### src/rtl/alu_pkg.sv
// alu opcode enum and default datapath width

package alu_pkg;

    // default datapath width, top level passes its own WIDTH down
    localparam int ALU_WIDTH_DEFAULT = 8;

    // opcode encoding, gaps are reserved
    typedef enum logic [3:0] {
        OP_NOP = 4'h0,      // arg0 passed through
        OP_ADD = 4'h1,      // arg0 plus arg1
        OP_SUB = 4'h2,      // arg0 minus arg1
        OP_MUL = 4'h3,      // low WIDTH bits of product
        OP_AND = 4'h4,      // bitwise and
        OP_OR  = 4'h5,      // bitwise or
        OP_XOR = 4'h6,      // bitwise xor
        OP_ROL = 4'h8       // arg0 rotated left by one, arg1 unused
    } alu_op_e;

endpackage

### src/rtl/bist_pkg.sv
// sequencer state enum, script length and requester index enum

package bist_pkg;

    // steps in the fixed self test script
    localparam int SCRIPT_LEN = 9;

    // step machine of the script sequencer
    typedef enum logic [1:0] {
        SEQ_IDLE  = 2'd0,   // waiting for i_run
        SEQ_ISSUE = 2'd1,   // request held until granted
        SEQ_WAIT  = 2'd2,   // waiting for the result pulse
        SEQ_DONE  = 2'd3    // script finished, waiting for i_run low
    } seq_state_e;

    // who owns an alu slot
    typedef enum logic {
        REQ_HOST = 1'b0,    // external host port
        REQ_BIST = 1'b1     // script sequencer
    } requester_e;

endpackage

### src/rtl/alu.sv
// registered alu, one opcode per cycle, one cycle result latency

`timescale 1ns/1ps

module alu
    import alu_pkg::*;
#(
    parameter int WIDTH = ALU_WIDTH_DEFAULT                 // datapath width
) (
    input  logic             i_clk,                         // system clock
    input  logic             i_rst_n,                       // async reset, active low
    input  logic             i_valid,                       // operation presented this cycle
    input  alu_op_e          i_op,                          // opcode
    input  logic [WIDTH-1:0] i_arg0,                        // first operand
    input  logic [WIDTH-1:0] i_arg1,                        // second operand
    output logic [WIDTH-1:0] o_data                         // registered result
);

    logic [WIDTH-1:0] result;                               // combinational result
    logic [WIDTH-1:0] r_data;                               // result register

    always_comb begin
        case (i_op)
            OP_NOP: begin
                result = i_arg0;                            // pass through
            end
            OP_ADD: begin
                result = i_arg0 + i_arg1;                   // carry dropped
            end
            OP_SUB: begin
                result = i_arg0 - i_arg1;                   // wraps on borrow
            end
            OP_MUL: begin
                result = i_arg0 * i_arg1;                   // low half of product only
            end
            OP_AND: begin
                result = i_arg0 & i_arg1;
            end
            OP_OR: begin
                result = i_arg0 | i_arg1;
            end
            OP_XOR: begin
                result = i_arg0 ^ i_arg1;
            end
            OP_ROL: begin
                result = {i_arg0[WIDTH-2:0], i_arg0[WIDTH-1]};  // msb wraps to bit 0
            end
            default: begin
                result = '0;                                // reserved codes
            end
        endcase
    end

    always_ff @(posedge i_clk or negedge i_rst_n) begin
        if (!i_rst_n) begin
            r_data <= '0;
        end else if (i_valid) begin
            r_data <= result;                               // hold old value otherwise
        end
    end

    assign o_data = r_data;

    // requesters only ever issue defined opcodes
    a_op_defined: assert property (@(posedge i_clk) disable iff (!i_rst_n)
        i_valid |-> i_op inside {OP_NOP, OP_ADD, OP_SUB, OP_MUL,
                                 OP_AND, OP_OR, OP_XOR, OP_ROL})
        else $error("alu received undefined opcode %0h", i_op);

endmodule

### src/rtl/alu_arbiter.sv
// two way round robin arbiter for the alu, with result routing back to the owner

`timescale 1ns/1ps

module alu_arbiter
    import alu_pkg::*, bist_pkg::*;
#(
    parameter int WIDTH = ALU_WIDTH_DEFAULT                 // datapath width
) (
    input  logic             i_clk,                         // system clock
    input  logic             i_rst_n,                       // async reset, active low

    input  logic             i_host_req,                    // host request level
    input  alu_op_e          i_host_op,                     // host opcode
    input  logic [WIDTH-1:0] i_host_arg0,                   // host operand 0
    input  logic [WIDTH-1:0] i_host_arg1,                   // host operand 1
    output logic             o_host_gnt,                    // host grant pulse
    output logic             o_host_valid,                  // host result pulse
    output logic [WIDTH-1:0] o_host_data,                   // host result

    input  logic             i_bist_req,                    // sequencer request level
    input  alu_op_e          i_bist_op,                     // sequencer opcode
    input  logic [WIDTH-1:0] i_bist_arg0,                   // sequencer operand 0
    input  logic [WIDTH-1:0] i_bist_arg1,                   // sequencer operand 1
    output logic             o_bist_gnt,                    // sequencer grant pulse
    output logic             o_bist_valid,                  // sequencer result pulse
    output logic [WIDTH-1:0] o_bist_data,                   // sequencer result

    output logic             o_alu_valid,                   // operation to alu
    output alu_op_e          o_alu_op,                      // opcode to alu
    output logic [WIDTH-1:0] o_alu_arg0,                    // operand 0 to alu
    output logic [WIDTH-1:0] o_alu_arg1,                    // operand 1 to alu
    input  logic [WIDTH-1:0] i_alu_data                     // registered alu result
);

    requester_e r_owner;        // last winner, doubles as tag of the result in flight
    logic       r_busy;         // alu result lands this cycle
    logic       host_win;       // host takes the alu this cycle
    logic       bist_win;       // sequencer takes the alu this cycle

    // alone wins, on contention the one that lost last time wins
    assign host_win = i_host_req && (!i_bist_req || r_owner == REQ_BIST);
    assign bist_win = i_bist_req && (!i_host_req || r_owner == REQ_HOST);

    assign o_host_gnt = host_win;
    assign o_bist_gnt = bist_win;

    assign o_alu_valid = host_win || bist_win;
    assign o_alu_op    = bist_win ? i_bist_op   : i_host_op;    // host is default path
    assign o_alu_arg0  = bist_win ? i_bist_arg0 : i_host_arg0;
    assign o_alu_arg1  = bist_win ? i_bist_arg1 : i_host_arg1;

    always_ff @(posedge i_clk or negedge i_rst_n) begin
        if (!i_rst_n) begin
            r_owner <= REQ_BIST;                            // host wins first contention
            r_busy  <= 1'b0;
        end else begin
            r_busy <= o_alu_valid;                          // tracks the alu stage
            if (o_alu_valid) begin
                r_owner <= bist_win ? REQ_BIST : REQ_HOST;
            end
        end
    end

    // result pulse only on the side that issued it
    assign o_host_valid = r_busy && (r_owner == REQ_HOST);
    assign o_bist_valid = r_busy && (r_owner == REQ_BIST);
    assign o_host_data  = i_alu_data;
    assign o_bist_data  = i_alu_data;

    a_one_grant: assert property (@(posedge i_clk) disable iff (!i_rst_n)
        !(o_host_gnt && o_bist_gnt))
        else $error("arbiter granted host and sequencer together");

    // a waiting request never loses twice in a row
    a_host_fair: assert property (@(posedge i_clk) disable iff (!i_rst_n)
        i_host_req && !o_host_gnt |=> !i_host_req || o_host_gnt)
        else $error("host request starved for two cycles");

    a_bist_fair: assert property (@(posedge i_clk) disable iff (!i_rst_n)
        i_bist_req && !o_bist_gnt |=> !i_bist_req || o_bist_gnt)
        else $error("sequencer request starved for two cycles");

endmodule

### src/rtl/bist_sequencer.sv
// fixed script memory, step state machine, result compare and sticky pass flag

`timescale 1ns/1ps

module bist_sequencer
    import alu_pkg::*, bist_pkg::*;
#(
    parameter int WIDTH = ALU_WIDTH_DEFAULT                 // datapath width, 8 or more
) (
    input  logic             i_clk,                         // system clock
    input  logic             i_rst_n,                       // async reset, active low
    input  logic             i_run,                         // hold high to run the test
    output logic             o_running,                     // test in progress
    output logic             o_passed,                      // valid once o_running falls

    output logic             o_req,                         // request level to arbiter
    output alu_op_e          o_op,                          // script opcode
    output logic [WIDTH-1:0] o_arg0,                        // script operand 0
    output logic [WIDTH-1:0] o_arg1,                        // script operand 1
    input  logic             i_gnt,                         // grant pulse
    input  logic             i_valid,                       // result pulse
    input  logic [WIDTH-1:0] i_data                         // alu result
);

    localparam int STEP_W = $clog2(SCRIPT_LEN);

    // script operands are 8 bit wide
    if (WIDTH < 8) begin : g_width_check
        $error("bist_sequencer needs WIDTH of at least 8, got %0d", WIDTH);
    end

    seq_state_e        r_state;                             // step machine
    logic [STEP_W-1:0] r_step;                              // current script step
    logic              r_passed;                            // sticky pass flag
    alu_op_e           step_op;                             // script opcode
    logic [7:0]        step_arg0;                           // script operand 0
    logic [7:0]        step_arg1;                           // script operand 1
    logic [7:0]        step_exp;                            // expected result
    logic              last_step;                           // final entry of the script

    // script rom, one row per step
    always_comb begin
        step_op   = OP_NOP;
        step_arg0 = 8'h00;
        step_arg1 = 8'h00;
        step_exp  = 8'h00;
        case (r_step)
            0: begin
                step_op   = OP_ADD;                         // 5 + 8
                step_arg0 = 8'd5;
                step_arg1 = 8'd8;
                step_exp  = 8'd13;
            end
            1: begin
                step_op   = OP_SUB;                         // 21 - 8
                step_arg0 = 8'd21;
                step_arg1 = 8'd8;
                step_exp  = 8'd13;
            end
            2: begin
                step_op   = OP_AND;
                step_arg0 = 8'hCC;
                step_arg1 = 8'hAA;
                step_exp  = 8'h88;
            end
            3: begin
                step_op   = OP_OR;
                step_arg0 = 8'hCC;
                step_arg1 = 8'hAA;
                step_exp  = 8'hEE;
            end
            4: begin
                step_op   = OP_XOR;
                step_arg0 = 8'hCA;
                step_arg1 = 8'hAC;
                step_exp  = 8'h66;
            end
            5: begin
                step_op   = OP_ROL;                         // msb clear, so any WIDTH works
                step_arg0 = 8'h4D;
                step_exp  = 8'h9A;
            end
            6: begin
                step_op   = OP_MUL;                         // 8 * 13
                step_arg0 = 8'd8;
                step_arg1 = 8'd13;
                step_exp  = 8'd104;
            end
            7: begin
                step_op   = OP_NOP;
                step_arg0 = 8'h7F;
                step_exp  = 8'h7F;
            end
            8: begin
                step_op   = OP_SUB;                         // equal operands give zero
                step_arg0 = 8'd13;
                step_arg1 = 8'd13;
                step_exp  = 8'd0;
            end
            default: begin
                step_op   = OP_NOP;                         // unreachable rows
            end
        endcase
    end

    assign last_step = (r_step == STEP_W'(SCRIPT_LEN - 1));

    always_ff @(posedge i_clk or negedge i_rst_n) begin
        if (!i_rst_n) begin
            r_state  <= SEQ_IDLE;
            r_step   <= '0;
            r_passed <= 1'b1;
        end else begin
            case (r_state)
                SEQ_IDLE: begin
                    if (i_run) begin
                        r_state  <= SEQ_ISSUE;
                        r_step   <= '0;
                        r_passed <= 1'b1;                   // fresh run starts clean
                    end
                end
                SEQ_ISSUE: begin
                    if (!i_run) begin
                        r_state <= SEQ_IDLE;                // request withdrawn
                    end else if (i_gnt) begin
                        r_state <= SEQ_WAIT;
                    end
                end
                SEQ_WAIT: begin
                    if (!i_run) begin
                        r_state <= SEQ_IDLE;                // abort, result pulse dropped
                    end else if (i_valid) begin
                        if (i_data != WIDTH'(step_exp)) begin
                            r_passed <= 1'b0;               // sticky until next run
                        end
                        if (last_step) begin
                            r_state <= SEQ_DONE;
                        end else begin
                            r_step  <= r_step + 1'b1;
                            r_state <= SEQ_ISSUE;
                        end
                    end
                end
                SEQ_DONE: begin
                    if (!i_run) begin
                        r_state <= SEQ_IDLE;
                    end
                end
                default: begin
                    r_state <= SEQ_IDLE;
                end
            endcase
        end
    end

    assign o_running = i_run && (r_state != SEQ_DONE);
    assign o_passed  = r_passed;
    assign o_req     = i_run && (r_state == SEQ_ISSUE);   // no grant once aborted
    assign o_op      = step_op;
    assign o_arg0    = WIDTH'(step_arg0);                   // zero extended
    assign o_arg1    = WIDTH'(step_arg1);

    // arbiter returns a result only for a request this machine was granted
    a_valid_in_wait: assert property (@(posedge i_clk) disable iff (!i_rst_n)
        i_valid |-> r_state == SEQ_WAIT)
        else $error("sequencer got a result pulse outside the wait state");

endmodule

### src/rtl/alu_bist_top.sv
// self test top level joining sequencer, arbiter and alu, with host and test ports

`timescale 1ns/1ps

module alu_bist_top
    import alu_pkg::*;
#(
    parameter int WIDTH = ALU_WIDTH_DEFAULT                 // datapath width, 8 or more
) (
    input  logic             i_clk,                         // system clock
    input  logic             i_rst_n,                       // async reset, active low
    input  logic             i_run,                         // hold high to run the test
    output logic             o_running,                     // test in progress
    output logic             o_passed,                      // test result

    input  logic             i_host_req,                    // host request level
    input  alu_op_e          i_host_op,                     // host opcode
    input  logic [WIDTH-1:0] i_host_arg0,                   // host operand 0
    input  logic [WIDTH-1:0] i_host_arg1,                   // host operand 1
    output logic             o_host_gnt,                    // host grant pulse
    output logic             o_host_valid,                  // host result pulse
    output logic [WIDTH-1:0] o_host_data                    // host result
);

    logic             bist_req;                             // sequencer side of arbiter
    alu_op_e          bist_op;
    logic [WIDTH-1:0] bist_arg0;
    logic [WIDTH-1:0] bist_arg1;
    logic             bist_gnt;
    logic             bist_valid;
    logic [WIDTH-1:0] bist_data;

    logic             alu_valid;                            // arbiter to alu
    alu_op_e          alu_op;
    logic [WIDTH-1:0] alu_arg0;
    logic [WIDTH-1:0] alu_arg1;
    logic [WIDTH-1:0] alu_data;

    bist_sequencer #(
        .WIDTH      (WIDTH)
    ) i_bist_sequencer (
        .i_clk      (i_clk),
        .i_rst_n    (i_rst_n),
        .i_run      (i_run),
        .o_running  (o_running),
        .o_passed   (o_passed),
        .o_req      (bist_req),
        .o_op       (bist_op),
        .o_arg0     (bist_arg0),
        .o_arg1     (bist_arg1),
        .i_gnt      (bist_gnt),
        .i_valid    (bist_valid),
        .i_data     (bist_data)
    );

    alu_arbiter #(
        .WIDTH        (WIDTH)
    ) i_alu_arbiter (
        .i_clk        (i_clk),
        .i_rst_n      (i_rst_n),
        .i_host_req   (i_host_req),
        .i_host_op    (i_host_op),
        .i_host_arg0  (i_host_arg0),
        .i_host_arg1  (i_host_arg1),
        .o_host_gnt   (o_host_gnt),
        .o_host_valid (o_host_valid),
        .o_host_data  (o_host_data),
        .i_bist_req   (bist_req),
        .i_bist_op    (bist_op),
        .i_bist_arg0  (bist_arg0),
        .i_bist_arg1  (bist_arg1),
        .o_bist_gnt   (bist_gnt),
        .o_bist_valid (bist_valid),
        .o_bist_data  (bist_data),
        .o_alu_valid  (alu_valid),
        .o_alu_op     (alu_op),
        .o_alu_arg0   (alu_arg0),
        .o_alu_arg1   (alu_arg1),
        .i_alu_data   (alu_data)
    );

    alu #(
        .WIDTH   (WIDTH)
    ) i_alu (
        .i_clk   (i_clk),
        .i_rst_n (i_rst_n),
        .i_valid (alu_valid),
        .i_op    (alu_op),
        .i_arg0  (alu_arg0),
        .i_arg1  (alu_arg1),
        .o_data  (alu_data)
    );

endmodule

### config.mk
export PLATFORM = sky130hd
export DESIGN_NAME = alu_bist_top
export DESIGN_NICKNAME = d
export VERILOG_FILES = /design/src/rtl/alu_pkg.sv /design/src/rtl/bist_pkg.sv /design/src/rtl/alu.sv /design/src/rtl/alu_arbiter.sv /design/src/rtl/bist_sequencer.sv /design/src/rtl/alu_bist_top.sv
export SDC_FILE = /design/constraint.sdc
export NUM_CORES = 1
export LEC_CHECK = 0
export BUFFER_PORTS_ARGS = -buffer_cell sky130_fd_sc_hd__buf_2
export CELL_PAD_IN_SITES_DETAIL_PLACEMENT = 0
export CELL_PAD_IN_SITES_GLOBAL_PLACEMENT = 1
export CORE_MARGIN = 2
export CORE_UTILIZATION = 35
export CTS_BUF_LIST = sky130_fd_sc_hd__clkbuf_4 sky130_fd_sc_hd__clkbuf_8 sky130_fd_sc_hd__clkbuf_16
export DETAILED_ROUTE_END_ITERATION = 8
export PLACE_DENSITY = 0.8
export SLEW_MARGIN = 20
export SYNTH_ARGS = -nofsm -noshare
export SYNTH_HDL_FRONTEND = slang
export SYNTH_SLANG_ARGS = --single-unit
export TNS_END_PERCENT = 10
### constraint.sdc
create_clock -name i_clk -period 6.2 [get_ports i_clk]
set_input_delay 0.62 -clock i_clk [delete_from_list [all_inputs] [get_ports i_clk]]
set_output_delay 0.62 -clock i_clk [all_outputs]
set_load 0.02 [all_outputs]
==> flow_summary.yaml <==
cells_and_area:
  syn_to_final_growth_pct: 14.59
  instances_no_fill: 613
  drive_gt1_frac: 0.1875
  nNetsFinal: 561
  final_cell_area_um2: 3921
  utilization: 0.4068
  diodes: 0
route:
  vias: 3381
  vias_per_cell: 5.515
  first_pass_iters: 5
  drc: 0
  totalWireLength_mm: 10.43
  drtIter0Drc: 257
  drt-wirelength-per-cell_um: 17.01
  detail-route-antenna-nets: 0
placement:
  gp_congestion: 0.9320
  dp.cells: 609
  hpwl_mm: 8.529
  dpl_cell_area_um2: 3860
  io_buffers: 35
worst_setup_path:
  cp_max_fo: 8
  crit_family: "adder cells"
  critPathKind: "flop to flop"
  max_stage_delay_ns: 0.54
  crit_path_top_delay_cell: "fa_1"
  endpoint_kind: "flop"
  crit_top_cell: "inv_1"
  start_kind: "flop"
  required_ns: 6.34
  arrival_ns: 6.12
  cp_num_buf_inv: 6
  path_cells: "inv_1 > ha_1 > nor3b_1 > a2111oi_2 > nor2_1 > inv_2 > ha_1 > inv_1 > fa_1 > inv_1 > ha_1 > inv_1 > fa_1 > fa_1 > inv_1 > ha_1 > a21oi_1 > xnor3_1 > xnor3_1 > xnor2_1 > nor2_1 > o21ba_2 > a221o_1"
synthesis:
  syn_inst: 431
  syn_area_um2: 3422
  synth_top_flop_cell: "dfrtp_1"
  yosys_warnings: 0
  synth_edf_count: 0
  syn-mean-instance-area_um2: 7.940
  synth-seq-area-share: 0.1250
  syn_nets: 511
  synthArstFlopShare: 1.000
  yosys_register_bits: 17
  ys_types: 71
floorplan:
  pin_count: 36
  core_um2: 9639
  die_y_um: 102.9
  die_w_um: 102.9
  initial_utilization: 0.3550
  rows: 36
  dieArea_um2: 10580
global_routing:
  grt_pass1_wl_mm: 16.29
  top_usage_layer: "met2"
  grt-ovfl-total: 0
  grt_util_met1: 0.2800
  grt_util_met3: 0.02441
  grt_antenna_before_repair: 0
  grtUsageTotal: 0.1975
  grt_max_degree: 18
  met2_usage: 0.3147
  grt_pass1_vias: 3202
cts:
  clkTransAtPathRegs_ns: 0.07
  cts_tree: "yes"
  htreeDepth: 1
  insertion_delay_ns: 0.25
  postCtsSetupBuffers: 0
  cts_root_buf: "clkbuf_8"
  clockBufferDepth: 2
  cts_buffers: 3
  clock_sinks: 17
pwr:
  power.density_nw_per_um2: 262.8
  p_seq_frac: 0.158
  p_clk_frac: 0.080
  p_sw_uw: 507.1
  vdd_drop_max_v: 0.0001031
  swShare: 0.4921
  leakage_uw: 0.001850
  combinationalPowerShare: 0.762
  intPower_uw: 523.4
timing:
  post-route-min-period_ns: 5.984
  max_clock_freq_mhz: 167.1
  tightestPinTransition_ns: 0.7547
  maxSlewViolCount: 0
  tns_ns: 0
  hold_viol: 0
  fin_crit_sh: 0.9651
  finalClockSkew_ns: 0.003283
  maxSlewHeadroom: 0.4916
  setup_viol: 0
status:
  status: "complete, no violations"
min_path:
  hold_path.class: "primary input to async pin"
job:
  maxCapViolCount: 0
==> cells in the mapped netlist (all sizes together) (4+ instances only) <==
cell	number	area, um^2
a221oi	5	43.79
a21oi	28	151.4
buf	8	57.55
nor2b	7	43.79
dfrtp	15	375.4
nor3	10	50.05
xnor2	23	201.4
and2	4	25.02
nor2	53	206.5
mux2i	13	146.4
a21o	5	37.54
nand3	6	30.03
o22ai	5	31.28
o21ai	24	123.9
ha	44	550.5
nand2b	5	31.28
nand2	35	133.9
a31oi	5	31.28
fa	12	240.2
o211ai	6	45.04
xor2	7	61.31
inv	46	175.2
clkbuf	5	18.77
==> stage by stage <==
step	total power, uW	hold WS, ns	setup slack, ns
floorplan	727.7	0.3244	0.2776
global placement	921.2	0.4877	0.09420
detailed placement	934.2	0.5013	-0.02713
CTS	1027	0.2915	0.05760
global route	1118	0.2991	-0.005216
finish	1031	0.2834	0.2162
==> area by class of cell <==
| type | count | area, um^2 |
|---|---|---|
| Clock buffer | 3 | 41.29 |
| Inverter | 46 | 175.2 |
| Timing Repair Buffer | 58 | 347.8 |
| Fill cell | 997 | 5718 |
| Sequential cell | 17 | 427.9 |
| Multi-Input combinational cell | 355 | 2758 |
| Tap cell | 133 | 166.4 |
| Clock inverter | 1 | 5.005 |
==> worst register-to-register path, stage by stage, from the launching register on <==
cell and delay (ns):
dfrtp_1 0.42, inv_1 0.13, ha_1 0.34, nor3b_1 0.13, a2111oi_2 0.44, nor2_1 0.13, inv_2 0.11, ha_1 0.18
inv_1 0.07, fa_1 0.53, inv_1 0.04, ha_1 0.27, inv_1 0.06, fa_1 0.50, fa_1 0.54, inv_1 0.04
ha_1 0.31, a21oi_1 0.22, xnor3_1 0.36, xnor3_1 0.38, xnor2_1 0.15, nor2_1 0.06, o21ba_2 0.20, a221o_1 0.25
==> state kept, by name, summed over array words and instances (netlist names) <==
name                       cells
i_bist_sequencer.r_state       2
i_alu.o_data                   8
i_alu_arbiter.r_busy           1
i_bist_sequencer.r_step        4
i_bist_sequencer.o_passed      1
i_alu_arbiter.r_owner          1
==> layout by cell type (no fill, tap or decap), types with 3 or more instances in the layout <==
| master | synthesis | routed |
|---|---|---|
| a21oi_1 | 27 | 27 |
| clkbuf_8 | 0 | 3 |
| mux2i_1 | 11 | 11 |
| o21ai_0 | 22 | 21 |
| nor2b_1 | 7 | 6 |
| nand2_1 | 34 | 34 |
| a211o_1 | 3 | 3 |
| xnor3_1 | 3 | 3 |
| inv_1 | 43 | 43 |
| a21o_1 | 5 | 5 |
| o22ai_1 | 5 | 5 |
| ha_1 | 44 | 42 |
| nor3_1 | 10 | 10 |
| o211ai_1 | 6 | 6 |
| or3_1 | 3 | 3 |
| a221oi_1 | 5 | 5 |
| dfrtp_1 | 15 | 15 |
| nand2b_1 | 5 | 5 |
| a221o_1 | 3 | 3 |
| a22oi_1 | 3 | 3 |
| nand4_1 | 3 | 3 |
| xor2_1 | 7 | 7 |
| buf_4 | 2 | 23 |
| nor2_1 | 52 | 52 |
| buf_2 | 4 | 35 |
| fa_1 | 12 | 12 |
| xnor2_1 | 23 | 23 |
| a31oi_1 | 5 | 5 |
| nand3_1 | 6 | 6 |
| and2_1 | 4 | 4 |
==> power by group through the flow <==
| stage | sequential [uW] | clock, uW | combinational [uW] |
|---|---|---|---|
| global route | 167 | 90.2 | 860 |
| finish | 163 | 82.2 | 785 |
| detailed placement | 165 | 0 | 769 |
| CTS | 163 | 86.6 | 778 |
| floorplan | 177 | 0 | 551 |
| global placement | 164 | 0 | 757 |
==> final timing paths <==
path                                                      endpoint  slack [ns]                              startpoint  depth (start not counted)
setup / recovery                       i_alu.o_data[7]$_DFFE_PN0P_        0.22  i_bist_sequencer.r_step[0]$_DFFE_PN0P_                         23
hold / removal             i_bist_sequencer.r_state[1]$_DFFE_PN0P_        0.28                                 i_rst_n                          1
setup reg to reg                       i_alu.o_data[7]$_DFFE_PN0P_        0.22  i_bist_sequencer.r_step[0]$_DFFE_PN0P_                         23
hold reg to reg              i_bist_sequencer.o_passed$_DFFE_PN1P_        0.51   i_bist_sequencer.o_passed$_DFFE_PN1P_                          2
max in group asynchronous        i_alu_arbiter.r_owner$_DFFE_PN1P_        5.60                                 i_rst_n                          1
min in group i_clk           i_bist_sequencer.o_passed$_DFFE_PN1P_        0.51   i_bist_sequencer.o_passed$_DFFE_PN1P_                          2
==> kinds of logic (layout without fill, tap and decap cells) <==
logic type      count (synthesis)  count (layout)  synth area share
xor+xnor                       33              33           0.09652
buf+inv                        59             108           0.07349
compound gates                114             114            0.2311
fa+ha+maj                      56              56            0.2311
flops                          17              17            0.1250
simple gates                  137             137            0.1934
mux                            15              15           0.04936
==> metal layers <==
layer / part of all wire / up-vias
met5: 0 / -
met4: 0.031 / 0
met3: 0.066 / 20
met2: 0.45 / 146
met1: 0.45 / 1594
li1: - / 1621
==> timing repair <==
| action | 4_1_cts | 5_1_grt |
|---|---|---|
| endpoints found under the setup margin | 1 | 1 |
| gates resized for setup | 2 | 5 |
| hold buffers | 0 | 0 |
| pin swaps | 0 | 0 |
No activity file was read; power rests on OpenSTA's default activity.
